<file path="config.mk">
export PLATFORM = sky130hd
export DESIGN_NAME = mul_unit_top
export DESIGN_NICKNAME = d
export VERILOG_FILES = /design/src/mul_pkg.sv /design/src/booth_lane.sv /design/src/mul_dispatch.sv /design/src/mul_retire.sv /design/src/mul_unit_top.sv
export VERILOG_INCLUDE_DIRS = /design/src
export SDC_FILE = /design/constraint.sdc
export NUM_CORES = 2
export LEC_CHECK = 0
export BUFFER_PORTS_ARGS = -buffer_cell sky130_fd_sc_hd__buf_4
export CORE_UTILIZATION = 63
export CTS_CLUSTER_DIAMETER = 120
export CTS_CLUSTER_SIZE = 10
export DETAILED_ROUTE_END_ITERATION = 7
export PLACE_DENSITY = 0.78
export SLEW_MARGIN = 15
export SYNTH_ARGS = -nofsm -noshare
export SYNTH_HDL_FRONTEND = slang
export SYNTH_SLANG_ARGS = --single-unit
</file>
<file path="constraint.sdc">
create_clock -name clk -period 5.25 [get_ports clk]
set_input_delay 1.05 -clock clk [delete_from_list [all_inputs] [get_ports clk]]
set_output_delay 1.05 -clock clk [all_outputs]
set_load 0.1 [all_outputs]
</file>
<file path="src/mul_macros.svh">
`ifndef MUL_MACROS_SVH
`define MUL_MACROS_SVH

// operand and result width
`define MUL_XLEN 32

// operand after widening by opcode, one extra sign bit
`define MUL_OPW 33

// number of Booth lanes and the width of an index into them
`define MUL_LANES 4
`define MUL_LANE_IDW 2

// radix-4 digits needed to cover the 34-bit widened multiplier
`define MUL_MAX_ITER 17

`endif

</file>
<file path="src/mul_pkg.sv">
`default_nettype none

package mul_pkg;

  // RV32M multiply opcodes
  typedef enum logic [1:0] {
    op_mul    = 2'b00,
    op_mulh   = 2'b01,
    op_mulhsu = 2'b10,
    op_mulhu  = 2'b11
  } mul_op_e;

  // per-lane control state
  typedef enum logic [1:0] {
    lane_idle = 2'b00,
    lane_busy = 2'b01,
    lane_done = 2'b10
  } lane_state_e;

endpackage

`default_nettype wire

</file>
<file path="src/booth_lane.sv">
`timescale 1ns/1ns
`default_nettype none
`include "mul_macros.svh"

module booth_lane (
  input  wire logic                     clk,
  input  wire logic                     rst,
  input  wire logic                     flush,
  input  wire logic                     start,
  input  wire logic [`MUL_OPW-1:0]      a,
  input  wire logic [`MUL_OPW-1:0]      b,
  input  wire logic                     ack,
  output logic                          idle,
  output logic                          done,
  output logic [2*`MUL_XLEN-1:0]        product
);

  // accumulator holds 34 x 34 bits, window is 34 bits plus the y-1 bit
  localparam int ACC_W = 2 * (`MUL_OPW + 1);
  localparam int WIN_W = `MUL_OPW + 2;
  localparam int CNT_W = $clog2(`MUL_MAX_ITER);

  mul_pkg::lane_state_e state;

  logic [ACC_W-1:0] mcand_q;
  logic [WIN_W-1:0] mplier_q;
  logic [ACC_W-1:0] acc_q;
  logic [CNT_W-1:0] iter_q;

  logic [2:0]       win;
  logic             sel_pos;
  logic             sel_neg;
  logic             sel_dpos;
  logic             sel_dneg;
  logic [ACC_W-1:0] mcand_x2;
  logic [ACC_W-1:0] part;
  logic             part_cin;
  logic             last_iter;

  // digit window {y+1, y, y-1}
  assign win = mplier_q[2:0];

  assign sel_pos  = ~win[2] & (win[1] ^ win[0]);
  assign sel_neg  =  win[2] & (win[1] ^ win[0]);
  assign sel_dpos = ~win[2] &  win[1] &  win[0];
  assign sel_dneg =  win[2] & ~win[1] & ~win[0];

  assign mcand_x2 = {mcand_q[ACC_W-2:0], 1'b0};

  // negative digits take the inverted multiple, the +1 rides on the carry-in
  assign part = ({ACC_W{sel_pos}}  &  mcand_q)
              | ({ACC_W{sel_neg}}  & ~mcand_q)
              | ({ACC_W{sel_dpos}} &  mcand_x2)
              | ({ACC_W{sel_dneg}} & ~mcand_x2);
  assign part_cin = sel_neg | sel_dneg;

  // stop at the digit limit or once no set multiplier bits remain
  assign last_iter = (iter_q == CNT_W'(`MUL_MAX_ITER - 1))
                  || (mplier_q[WIN_W-1:2] == '0);

  // lane control
  always_ff @(posedge clk) begin
    if (rst || flush) begin
      state <= mul_pkg::lane_idle;
    end else begin
      case (state)
        mul_pkg::lane_idle: begin
          if (start) begin
            state <= mul_pkg::lane_busy;
          end
        end
        mul_pkg::lane_busy: begin
          if (last_iter) begin
            state <= mul_pkg::lane_done;
          end
        end
        mul_pkg::lane_done: begin
          if (ack) begin
            state <= mul_pkg::lane_idle;
          end
        end
        default: begin
          state <= mul_pkg::lane_idle;
        end
      endcase
    end
  end

  // datapath, loaded on start and stepped once per busy cycle
  always_ff @(posedge clk) begin
    if (start && idle) begin
      mcand_q  <= {{(ACC_W - `MUL_OPW){a[`MUL_OPW-1]}}, a};
      mplier_q <= {b[`MUL_OPW-1], b, 1'b0};
      acc_q    <= '0;
      iter_q   <= '0;
    end else if (state == mul_pkg::lane_busy) begin
      mcand_q  <= {mcand_q[ACC_W-3:0], 2'b00};
      mplier_q <= {2'b00, mplier_q[WIN_W-1:2]};
      acc_q    <= acc_q + part + ACC_W'(part_cin);
      iter_q   <= iter_q + 1'b1;
    end
  end

  assign idle    = (state == mul_pkg::lane_idle);
  assign done    = (state == mul_pkg::lane_done);
  // low 64 bits are exact for the 33 x 33 widened product
  assign product = acc_q[2*`MUL_XLEN-1:0];

  // dispatcher only starts a free lane
  a_start_in_idle : assert property (
    @(posedge clk) disable iff (rst)
    start |-> (state == mul_pkg::lane_idle)
  );

  // retire stage only acks a finished lane
  a_ack_in_done : assert property (
    @(posedge clk) disable iff (rst)
    ack |-> (state == mul_pkg::lane_done)
  );

endmodule

`default_nettype wire

</file>
<file path="src/mul_dispatch.sv">
`timescale 1ns/1ns
`default_nettype none
`include "mul_macros.svh"

module mul_dispatch (
  input  wire logic                          clk,
  input  wire logic                          rst,
  input  wire logic                          flush,
  input  wire logic                          mul_valid,
  input  wire mul_pkg::mul_op_e              mul_op,
  input  wire logic [`MUL_XLEN-1:0]          multiplicand,
  input  wire logic [`MUL_XLEN-1:0]          multiplier,
  output logic                               mul_ready,
  input  wire logic [`MUL_LANES-1:0]         lane_idle,
  output logic [`MUL_LANES-1:0]              lane_start,
  output logic [`MUL_OPW-1:0]                lane_a,
  output logic [`MUL_OPW-1:0]                lane_b,
  output mul_pkg::mul_op_e                   op_ring [`MUL_LANES]
);

  logic [`MUL_LANE_IDW-1:0] disp_ptr;
  logic                     accept;
  logic                     a_signed;
  logic                     b_signed;

  // next lane in rotation must be free and nothing is taken during flush
  assign mul_ready = lane_idle[disp_ptr] && !flush;
  assign accept    = mul_valid && mul_ready;

  // multiplicand is signed except for mulhu
  assign a_signed = (mul_op != mul_pkg::op_mulhu);

  // multiplier is signed only for mul and mulh
  assign b_signed = (mul_op == mul_pkg::op_mul) || (mul_op == mul_pkg::op_mulh);

  // widen to 33 bits so one signed datapath serves all four forms
  assign lane_a = {a_signed & multiplicand[`MUL_XLEN-1], multiplicand};
  assign lane_b = {b_signed & multiplier[`MUL_XLEN-1], multiplier};

  // one-hot start to the pointed lane while all lanes share the operand buses
  assign lane_start = accept ? (`MUL_LANES'(1) << disp_ptr) : '0;

  // rotation pointer
  always_ff @(posedge clk) begin
    if (rst || flush) begin
      disp_ptr <= '0;
    end else if (accept) begin
      disp_ptr <= disp_ptr + 1'b1;
    end
  end

  // opcode ring with one slot per lane for the retire stage
  always_ff @(posedge clk) begin
    if (accept) begin
      op_ring[disp_ptr] <= mul_op;
    end
  end

  // a started lane has left idle by the next cycle
  a_start_taken : assert property (
    @(posedge clk) disable iff (rst)
    !$past(rst || flush) |-> ($past(lane_start) & lane_idle) == '0
  );

endmodule

`default_nettype wire

</file>
<file path="src/mul_retire.sv">
`timescale 1ns/1ns
`default_nettype none
`include "mul_macros.svh"

module mul_retire (
  input  wire logic                     clk,
  input  wire logic                     rst,
  input  wire logic                     flush,
  input  wire logic [`MUL_LANES-1:0]    lane_done,
  input  wire logic [2*`MUL_XLEN-1:0]   lane_product [`MUL_LANES],
  input  wire mul_pkg::mul_op_e         op_ring [`MUL_LANES],
  output logic [`MUL_LANES-1:0]         lane_ack,
  output logic                          out_valid,
  output logic [`MUL_XLEN-1:0]          result,
  output mul_pkg::mul_op_e              out_op
);

  logic [`MUL_LANE_IDW-1:0] ret_ptr;
  logic                     fire;
  logic [2*`MUL_XLEN-1:0]   sel_product;
  mul_pkg::mul_op_e         sel_op;

  // only the lane at the pointer may retire so request order holds
  assign fire        = lane_done[ret_ptr] && !flush;
  assign sel_product = lane_product[ret_ptr];
  assign sel_op      = op_ring[ret_ptr];

  // ack frees the lane on the same edge that captures its result
  assign lane_ack = fire ? (`MUL_LANES'(1) << ret_ptr) : '0;

  // rotation pointer
  always_ff @(posedge clk) begin
    if (rst || flush) begin
      ret_ptr <= '0;
    end else if (fire) begin
      ret_ptr <= ret_ptr + 1'b1;
    end
  end

  // one-cycle result strobe
  always_ff @(posedge clk) begin
    if (rst) begin
      out_valid <= 1'b0;
    end else begin
      out_valid <= fire;
    end
  end

  // low word for mul and high word for the three mulh forms
  always_ff @(posedge clk) begin
    if (fire) begin
      if (sel_op == mul_pkg::op_mul) begin
        result <= sel_product[`MUL_XLEN-1:0];
      end else begin
        result <= sel_product[2*`MUL_XLEN-1:`MUL_XLEN];
      end
      out_op <= sel_op;
    end
  end

  // a finished lane keeps its result until the retire stage takes it
  a_done_held : assert property (
    @(posedge clk) disable iff (rst)
    !$past(rst || flush) |-> ($past(lane_done & ~lane_ack) & ~lane_done) == '0
  );

endmodule

`default_nettype wire

</file>
<file path="src/mul_unit_top.sv">
`timescale 1ns/1ns
`default_nettype none
`include "mul_macros.svh"

module mul_unit_top (
  input  wire logic                 clk,
  input  wire logic                 rst,
  input  wire logic                 flush,
  input  wire logic                 mul_valid,
  input  wire mul_pkg::mul_op_e     mul_op,
  input  wire logic [`MUL_XLEN-1:0] multiplicand,
  input  wire logic [`MUL_XLEN-1:0] multiplier,
  output logic                      mul_ready,
  output logic                      out_valid,
  output logic [`MUL_XLEN-1:0]      result,
  output mul_pkg::mul_op_e          out_op
);

  logic [`MUL_LANES-1:0]   lane_start;
  logic [`MUL_LANES-1:0]   lane_idle;
  logic [`MUL_LANES-1:0]   lane_done;
  logic [`MUL_LANES-1:0]   lane_ack;
  logic [`MUL_OPW-1:0]     lane_a;
  logic [`MUL_OPW-1:0]     lane_b;
  logic [2*`MUL_XLEN-1:0]  lane_product [`MUL_LANES];
  mul_pkg::mul_op_e        op_ring [`MUL_LANES];

  mul_dispatch u_dispatch (
    .clk          (clk),
    .rst          (rst),
    .flush        (flush),
    .mul_valid    (mul_valid),
    .mul_op       (mul_op),
    .multiplicand (multiplicand),
    .multiplier   (multiplier),
    .mul_ready    (mul_ready),
    .lane_idle    (lane_idle),
    .lane_start   (lane_start),
    .lane_a       (lane_a),
    .lane_b       (lane_b),
    .op_ring      (op_ring)
  );

  // identical Booth lanes sharing the operand buses
  for (genvar i = 0; i < `MUL_LANES; i++) begin : g_lane
    booth_lane u_lane (
      .clk     (clk),
      .rst     (rst),
      .flush   (flush),
      .start   (lane_start[i]),
      .a       (lane_a),
      .b       (lane_b),
      .ack     (lane_ack[i]),
      .idle    (lane_idle[i]),
      .done    (lane_done[i]),
      .product (lane_product[i])
    );
  end

  mul_retire u_retire (
    .clk          (clk),
    .rst          (rst),
    .flush        (flush),
    .lane_done    (lane_done),
    .lane_product (lane_product),
    .op_ring      (op_ring),
    .lane_ack     (lane_ack),
    .out_valid    (out_valid),
    .result       (result),
    .out_op       (out_op)
  );

endmodule

`default_nettype wire

</file>
### After elaboration in Yosys (flattened, before gate mapping)

Cells that the tools add are included.

| storage, ports and cells | value |
|---|---|
| bits in registers | 759 |
| output and inout port bits | 36 |

| cells by class | value |
|---|---|
| add/subtract/negate cells | 14 |
| order comparisons | 5 |
| equality and inequality tests | 26 |
| shift operators | 2 |
| multiplexer cells | 48 |
| bitwise logic cells | 84 |
| reductions and logical operators | 33 |

Operators with widths:

| operator | number |
|---|---|
| bitwise AND 68 bit | 16 |
| bitwise OR 68 bit | 12 |
| 2-to-1 mux 68 bit | 8 |
| inverter 68 bit | 8 |
| 2-to-1 mux 35 bit | 8 |
| adder 68 x 1 -> 68 bit | 4 |
| adder 68 bit | 4 |
| zero test 33 bit | 4 |
| binary-select mux 64 bit (select 2 bit) | 1 |
| 2-to-1 mux 64 bit | 2 |
| 2-to-1 mux 32 bit | 1 |
| 2-to-1 mux 2 bit | 15 |
| bitwise AND 1 bit | 26 |
| case mux 2 bit (3 select lines) | 4 |
| adder 5 x 1 -> 5 bit, second input constant | 4 |
| equality test 5 bit, second input constant | 4 |
| inequality test 2 bit, second input constant | 9 |
| zero test 2 bit | 6 |
| inverter 1 bit | 12 |
| AND reduction 3 bit | 4 |
| equality test 2 x 1 -> 1 bit, second input constant | 5 |
| bitwise mux 8 bit | 1 |
| equality test 2 bit, second input constant | 4 |
| logical AND 1 bit | 8 |
| 17 further kinds | 42 |

### Longest topological paths before layout

| depth | value |
|---|---|
| depth in word-level cells | 8 |
| gate-level depth with buffers | 19 |

### Modules after synthesis

Synthesis repeated with hierarchy kept, for this count alone.

| unflattened totals | value |
|---|---|
| cells, all modules | 5774 |
| area, all modules | 51785.9 um^2 |

By module, submodules not included:

| module | instances | cells each | area each (um^2) | seq. area each (um^2) |
|---|---|---|---|---|
| booth_lane at g_lane[1].u_lane | 1 | 1414 | 12035.3 | 4354.2 |
| booth_lane at g_lane[2].u_lane | 1 | 1381 | 11985.2 | 4354.2 |
| booth_lane at g_lane[3].u_lane | 1 | 1352 | 11770.0 | 4354.2 |
| booth_lane at g_lane[0].u_lane | 1 | 1355 | 11644.9 | 4354.2 |
| mul_retire | 1 | 173 | 3365.7 | 1081.0 |
| mul_dispatch | 1 | 99 | 984.7 | 280.3 |

### Worst setup path after synthesis

OpenSTA, ideal clock, no wires.

| path | value |
|---|---|
| path kind | input to register |
| start point | in flush |
| end point | reg g_lane[0].u_lane.mcand_q[0] (enable) |
| arrival | 5506 ps |
| required time | 4800 ps |
| setup slack | -706 ps |
| stages on the path | 7 |
| buffers on the path | 1 |
| cell sequence | nor2b_1 > and2_1 > clkbuf_1 > nand2_1 > nor3_1 > nor2_1 > inv_1 |

| on the way | value |
|---|---|
| cells in the longest elaborated chain, start to end | 6 |

Ends and longest elaborated chain:

| element | RTL line | text |
|---|---|---|
| start, declared | mul_unit_top.sv:8 | `input wire logic flush,` |
| zero test 1 bit | mul_dispatch.sv:27 | `assign mul_ready = lane_idle[disp_ptr] && !flush;` |
| logical AND 1 bit | mul_dispatch.sv:27 |  |
| logical AND 1 bit | mul_dispatch.sv:28 | `assign accept = mul_valid && mul_ready;` |
| 2-to-1 mux 4 bit | mul_dispatch.sv:41 | `` assign lane_start = accept ? (`MUL_LANES'(1) << disp_ptr) : '0; `` |
| logical AND 1 bit | booth_lane.sv:91 | `if (start && idle) begin` |
| nonzero test 2 bit (no line) | - |  |
| end signal, assigned | booth_lane.sv:92 | `` mcand_q <= {{(ACC_W - `MUL_OPW){a[`MUL_OPW-1]}}, a}; `` |
| end signal, assigned | booth_lane.sv:97 | `mcand_q <= {mcand_q[ACC_W-3:0], 2'b00};` |
| end, declared | booth_lane.sv:25 | `logic [ACC_W-1:0] mcand_q;` |

Every way passes these cells.
A chain may end at the register's enable or synchronous reset.

### Worst setup path in the final report

| path | value |
|---|---|
| start point | reg g_lane[1].u_lane.mplier_q[2] |
| end point | reg g_lane[1].u_lane.acc_q[55] |

| on the way | value |
|---|---|
| cells in the longest elaborated chain, start to end | 8 |
| elaborated cells on any way between the ends | 17 |
| classes of those cells | add/sub: 2; bitwise: 15 |

Ends and longest elaborated chain:

| element | RTL line | text |
|---|---|---|
| start, declared | booth_lane.sv:26 | `logic [WIN_W-1:0] mplier_q;` |
| start signal, assigned | booth_lane.sv:93 | `` mplier_q <= {b[`MUL_OPW-1], b, 1'b0}; `` |
| start signal, assigned | booth_lane.sv:98 | `mplier_q <= {2'b00, mplier_q[WIN_W-1:2]};` |
| inverter 1 bit | booth_lane.sv:43, booth_lane.sv:45 |  |
| bitwise AND 1 bit, on equally long branches | booth_lane.sv:43, booth_lane.sv:45 |  |
| bitwise AND 68 bit or bitwise AND 1 bit (tied branches) | booth_lane.sv:51, booth_lane.sv:45 |  |
| bitwise OR 68 bit or bitwise AND 68 bit (tied branches) | booth_lane.sv:52, booth_lane.sv:53 |  |
| bitwise OR 68 bit | booth_lane.sv:53 | `\| ({ACC_W{sel_dpos}} & mcand_x2)` |
| bitwise OR 68 bit | booth_lane.sv:54 | `\| ({ACC_W{sel_dneg}} & ~mcand_x2);` |
| adder 68 bit | booth_lane.sv:99 | `acc_q <= acc_q + part + ACC_W'(part_cin);` |
| adder 68 x 1 -> 68 bit (*) | booth_lane.sv:99 |  |
| end signal, assigned | booth_lane.sv:99 |  |
| end, declared | booth_lane.sv:27 | `logic [ACC_W-1:0] acc_q;` |

Mark *: on every way between the ends. The rest lies on a longest branch, timed or not.

==> results.cfg <==
[worst_setup_path]
worst-path-stages = 17
reg2regPathDepth = 17
reg2reg_from = g_lane[1].u_lane.mplier_q[2]$_DFFE_PP_
crit_buf_inv = 2
critical_path.most_common_cell = o21ai_0
critPathTopFamily = compound AO/OA/AOI/OAI gates
cp-end-kind = flop
slowest_stage = edfxtp_1
cp-start-kind = flop
cp_slowest_stage_delay_ps = 620
reg2reg_to = g_lane[1].u_lane.acc_q[55]$_SDFFE_PP0P_
worstSetupPathType = flop to flop
critPathArrivalTime_ps = 5400
crit_chain = buf_4, xor2_1, a22oi_1, o21ai_0, ha_1, nand4_1, or2_0, o221ai_1, or2_2, o21ai_1, buf_4, o31ai_1, a21o_1, a21oi_1, o21ai_0, xnor2_1, o21ai_0
crit_fanout = 37
cp.required_ps = 5730
r2r_slack_ps = 330

[power_and_ir_drop]
power.density_nw_per_um2 = 359.6
p_leak_nw = 22.88
ir_drop_v = 0.0003809

[cells_and_area]
drive_gt1_frac = 0.07605
nNetsFinal = 5934
area_growth_pct = 7.606
postLayoutCellArea_um2 = 54190
fin_util = 0.6859
fillers = 6363

[synth]
synth-seq-area-share = 0.3729
ys_ff_latch = 723
synthFlopType = edfxtp_1
ys.warnings.count = 0
synthMostInstantiatedCell = nand2_1
synth_top_area_share = 0.2564
synth_area_um2 = 50360
post-synth-top-area-cell = edfxtp_1
syn-num-nets = 6076
synthCells = 5732
synth_area_leaders = edfxtp_1, dfxtp_1, nand2_1, ha_1, xor2_1
synth_async_sr_flop_share = 0
synth.avg_cell_area_um2 = 8.785
netlist_top_cells_count = nand2_1, a21oi_1, o21ai_0
synth.distinct_cells = 91
synth-edff-count = 430

[detailed_routing]
drc_errors = 0
wl_per_cell_um = 23.89
first_pass_iters = 7
drt-total-wl_um = 160200
vias = 44360
antenna_left = 0
drt-initial-drc-count = 4230
viasPerCell = 6.616

[global_routing]
grt_pass1_vias = 40747
antenna_found_initial = 3
grt_pass1_wl_um = 242700
grt_max_degree = 98
grtUsageTotal = 0.3849
gr-total-overflow = 0

[clock_tree]
hold_buffers = 0
insertion_delay_ps = 650
root_buffer = clkbuf_16
cts.sinks = 723
cts_buffers = 82
tritoncts = yes
clockBufferDepth = 3
htreeDepth = 3
path_clk_slew_ps = 60

[placed_design]
portBuffers = 105
postPlaceCellArea_um2 = 51740
place_congestion = 1.002
pre_cts_slack_ps = 340.3
dp.final_hpwl_um = 117300

[sta]
drv_slew = 0
finalCritPeriodShare = 0.9368
fin_setup_tns_ps = 0
fin_skew_ps = 25.62
setup-violations-final = 0
max_slew.worst_pin.slew_ps = 1133
fin_crit_ps = 4918
fmax_ghz = 0.2033
timing_hold_violations_final = 0
slew_headroom = 0.2439
layout_setup_ws_ps = 331.8
rsz0062_at_grt = false

[die]
dieWidth_um = 284.7
start_util = 0.6374
pin_count = 106
die_area_um2 = 81070
rows = 103
core_area_um2 = 79000
die_h_um = 284.7

[min_path]
hp-start = g_lane[3].u_lane.acc_q[10]$_SDFFE_PP0P_
whs_path_depth = 2
min_to = g_lane[3].u_lane.acc_q[10]$_SDFFE_PP0P_
hp-class = flop to flop

[outcome]
status = complete, no violations

[job]
cap_viol_max_count = 0
## logic make-up after synthesis
kind of cell,count (synthesis),share of synthesized area
AOI/OAI and AO/OA,1946,0.2525
adders and majority gates,274,0.06927
DFF,723,0.3729
buffers and inverters,502,0.03777
muxes,80,0.03255
and+or+nand+nor,1727,0.1515
xor gates and xnor gates,480,0.08349
## worst min-delay path, cell delays in order, from the launching register on
cell and delay, ps:
dfxtp_1 330, nand2_1 60, a21oi_1 50
## sequential cells by signal, indices dropped and copies added, names as in the netlist
name,flops
u_retire.ret_ptr,2
g_lane.u_lane.mcand_q,256
g_lane.u_lane.state,8
g_lane.u_lane.acc_q,256
u_dispatch.disp_ptr,2
u_retire.out_op,2
u_dispatch.op_ring,8
g_lane.u_lane.mplier_q,136
u_retire.result,32
g_lane.u_lane.iter_q,20
u_retire.out_valid,1
## what timing repair did
| item | CTS | global route |
|---|---|---|
| gates resized for setup | 0 | 5 |
| setup buffers | 0 | 0 |
| setup endpoints to repair | 0 | 10 |
## how the worst max path moves through the flow
stage | startpoint | end | slack, ps
2_1_floorplan | flush | g_lane[0].u_lane.mcand_q[0]$_SDFFCE_PN0P_ | 210
3_3_place_gp | g_lane[3].u_lane.mplier_q[2]$_DFFE_PP_ | g_lane[3].u_lane.acc_q[63]$_SDFFE_PP0P_ | 500
3_5_place_dp | g_lane[0].u_lane.mplier_q[2]$_DFFE_PP_ | g_lane[0].u_lane.acc_q[62]$_SDFFE_PP0P_ | 340
4_1_cts | g_lane[0].u_lane.mplier_q[2]$_DFFE_PP_ | g_lane[0].u_lane.acc_q[62]$_SDFFE_PP0P_ | 300
5_1_grt | g_lane[1].u_lane.mplier_q[2]$_DFFE_PP_ | g_lane[1].u_lane.acc_q[62]$_SDFFE_PP0P_ | 20
6_report | g_lane[1].u_lane.mplier_q[2]$_DFFE_PP_ | g_lane[1].u_lane.acc_q[55]$_SDFFE_PP0P_ | 330
## final cells by class
type | count | area (um^2) | share of cell area
antenna | 1 | 2.502 | 0.00004618
timing repair buffer | 187 | 1445 | 0.02667
clock inverter | 5 | 72.57 | 0.001339
tap | 1050 | 1314 | 0.02425
multi-input combinational | 4507 | 29880 | 0.5514
clock buffer | 143 | 2345 | 0.04327
sequential | 723 | 18780 | 0.3466
inverter | 89 | 349.1 | 0.006442
## stage by stage
step / cells / hold WS (ps) / power [mW]
after global placement: 6556 / 463.1 / 13.85
final: 6705 / 479.5 / 19.49
after CTS: 6704 / 482.2 / 19.33
after global routing: 6705 / 502.3 / 20.37
after floorplan: 5732 / 428.8 / 11.99
after detailed placement: 6556 / 474.3 / 13.93
## cells in the final DEF (no fill, tap or decap), types with 67 or more instances in the layout
| master | instances |
|---|---|
| o21ai_0 | 460 |
| xor2_1 | 348 |
| mux4_2 | 67 |
| nor2_1 | 226 |
| a22oi_1 | 250 |
| dfxtp_1 | 292 |
| inv_1 | 84 |
| a21o_1 | 287 |
| a22o_1 | 131 |
| a21oi_1 | 463 |
| buf_4 | 183 |
| clkbuf_16 | 85 |
| nand2_1 | 991 |
| edfxtp_1 | 430 |
| nand4_1 | 85 |
| xnor2_1 | 128 |
| ha_1 | 266 |
| nand3_1 | 97 |
## routing by layer
| metal | share of wire | track usage | wire (um) | vias to the layer above |
|---|---|---|---|---|
| li1 | - | - | - | 20770 |
| met1 | 0.40 | 0.5088 | 64310 | 21164 |
| met2 | 0.44 | 0.5926 | 70840 | 2030 |
| met3 | 0.091 | 0.07528 | 14660 | 394 |
| met4 | 0.065 | 0.2148 | 10380 | 2 |
| met5 | 0.000075 | 0 | 12 | - |
## report_power, final
group | total (mW) | leakage (nW) | switching [mW] | internal, mW
registers | 7.38 | 6.39 | 0.838 | 6.54
logic | 6.66 | 15.3 | 3.99 | 2.66
clock network | 5.45 | 1.15 | 2.43 | 3.02
total | 19.5 | 22.9 | 7.26 | 12.2
Power figures use the tool's default switching activity.
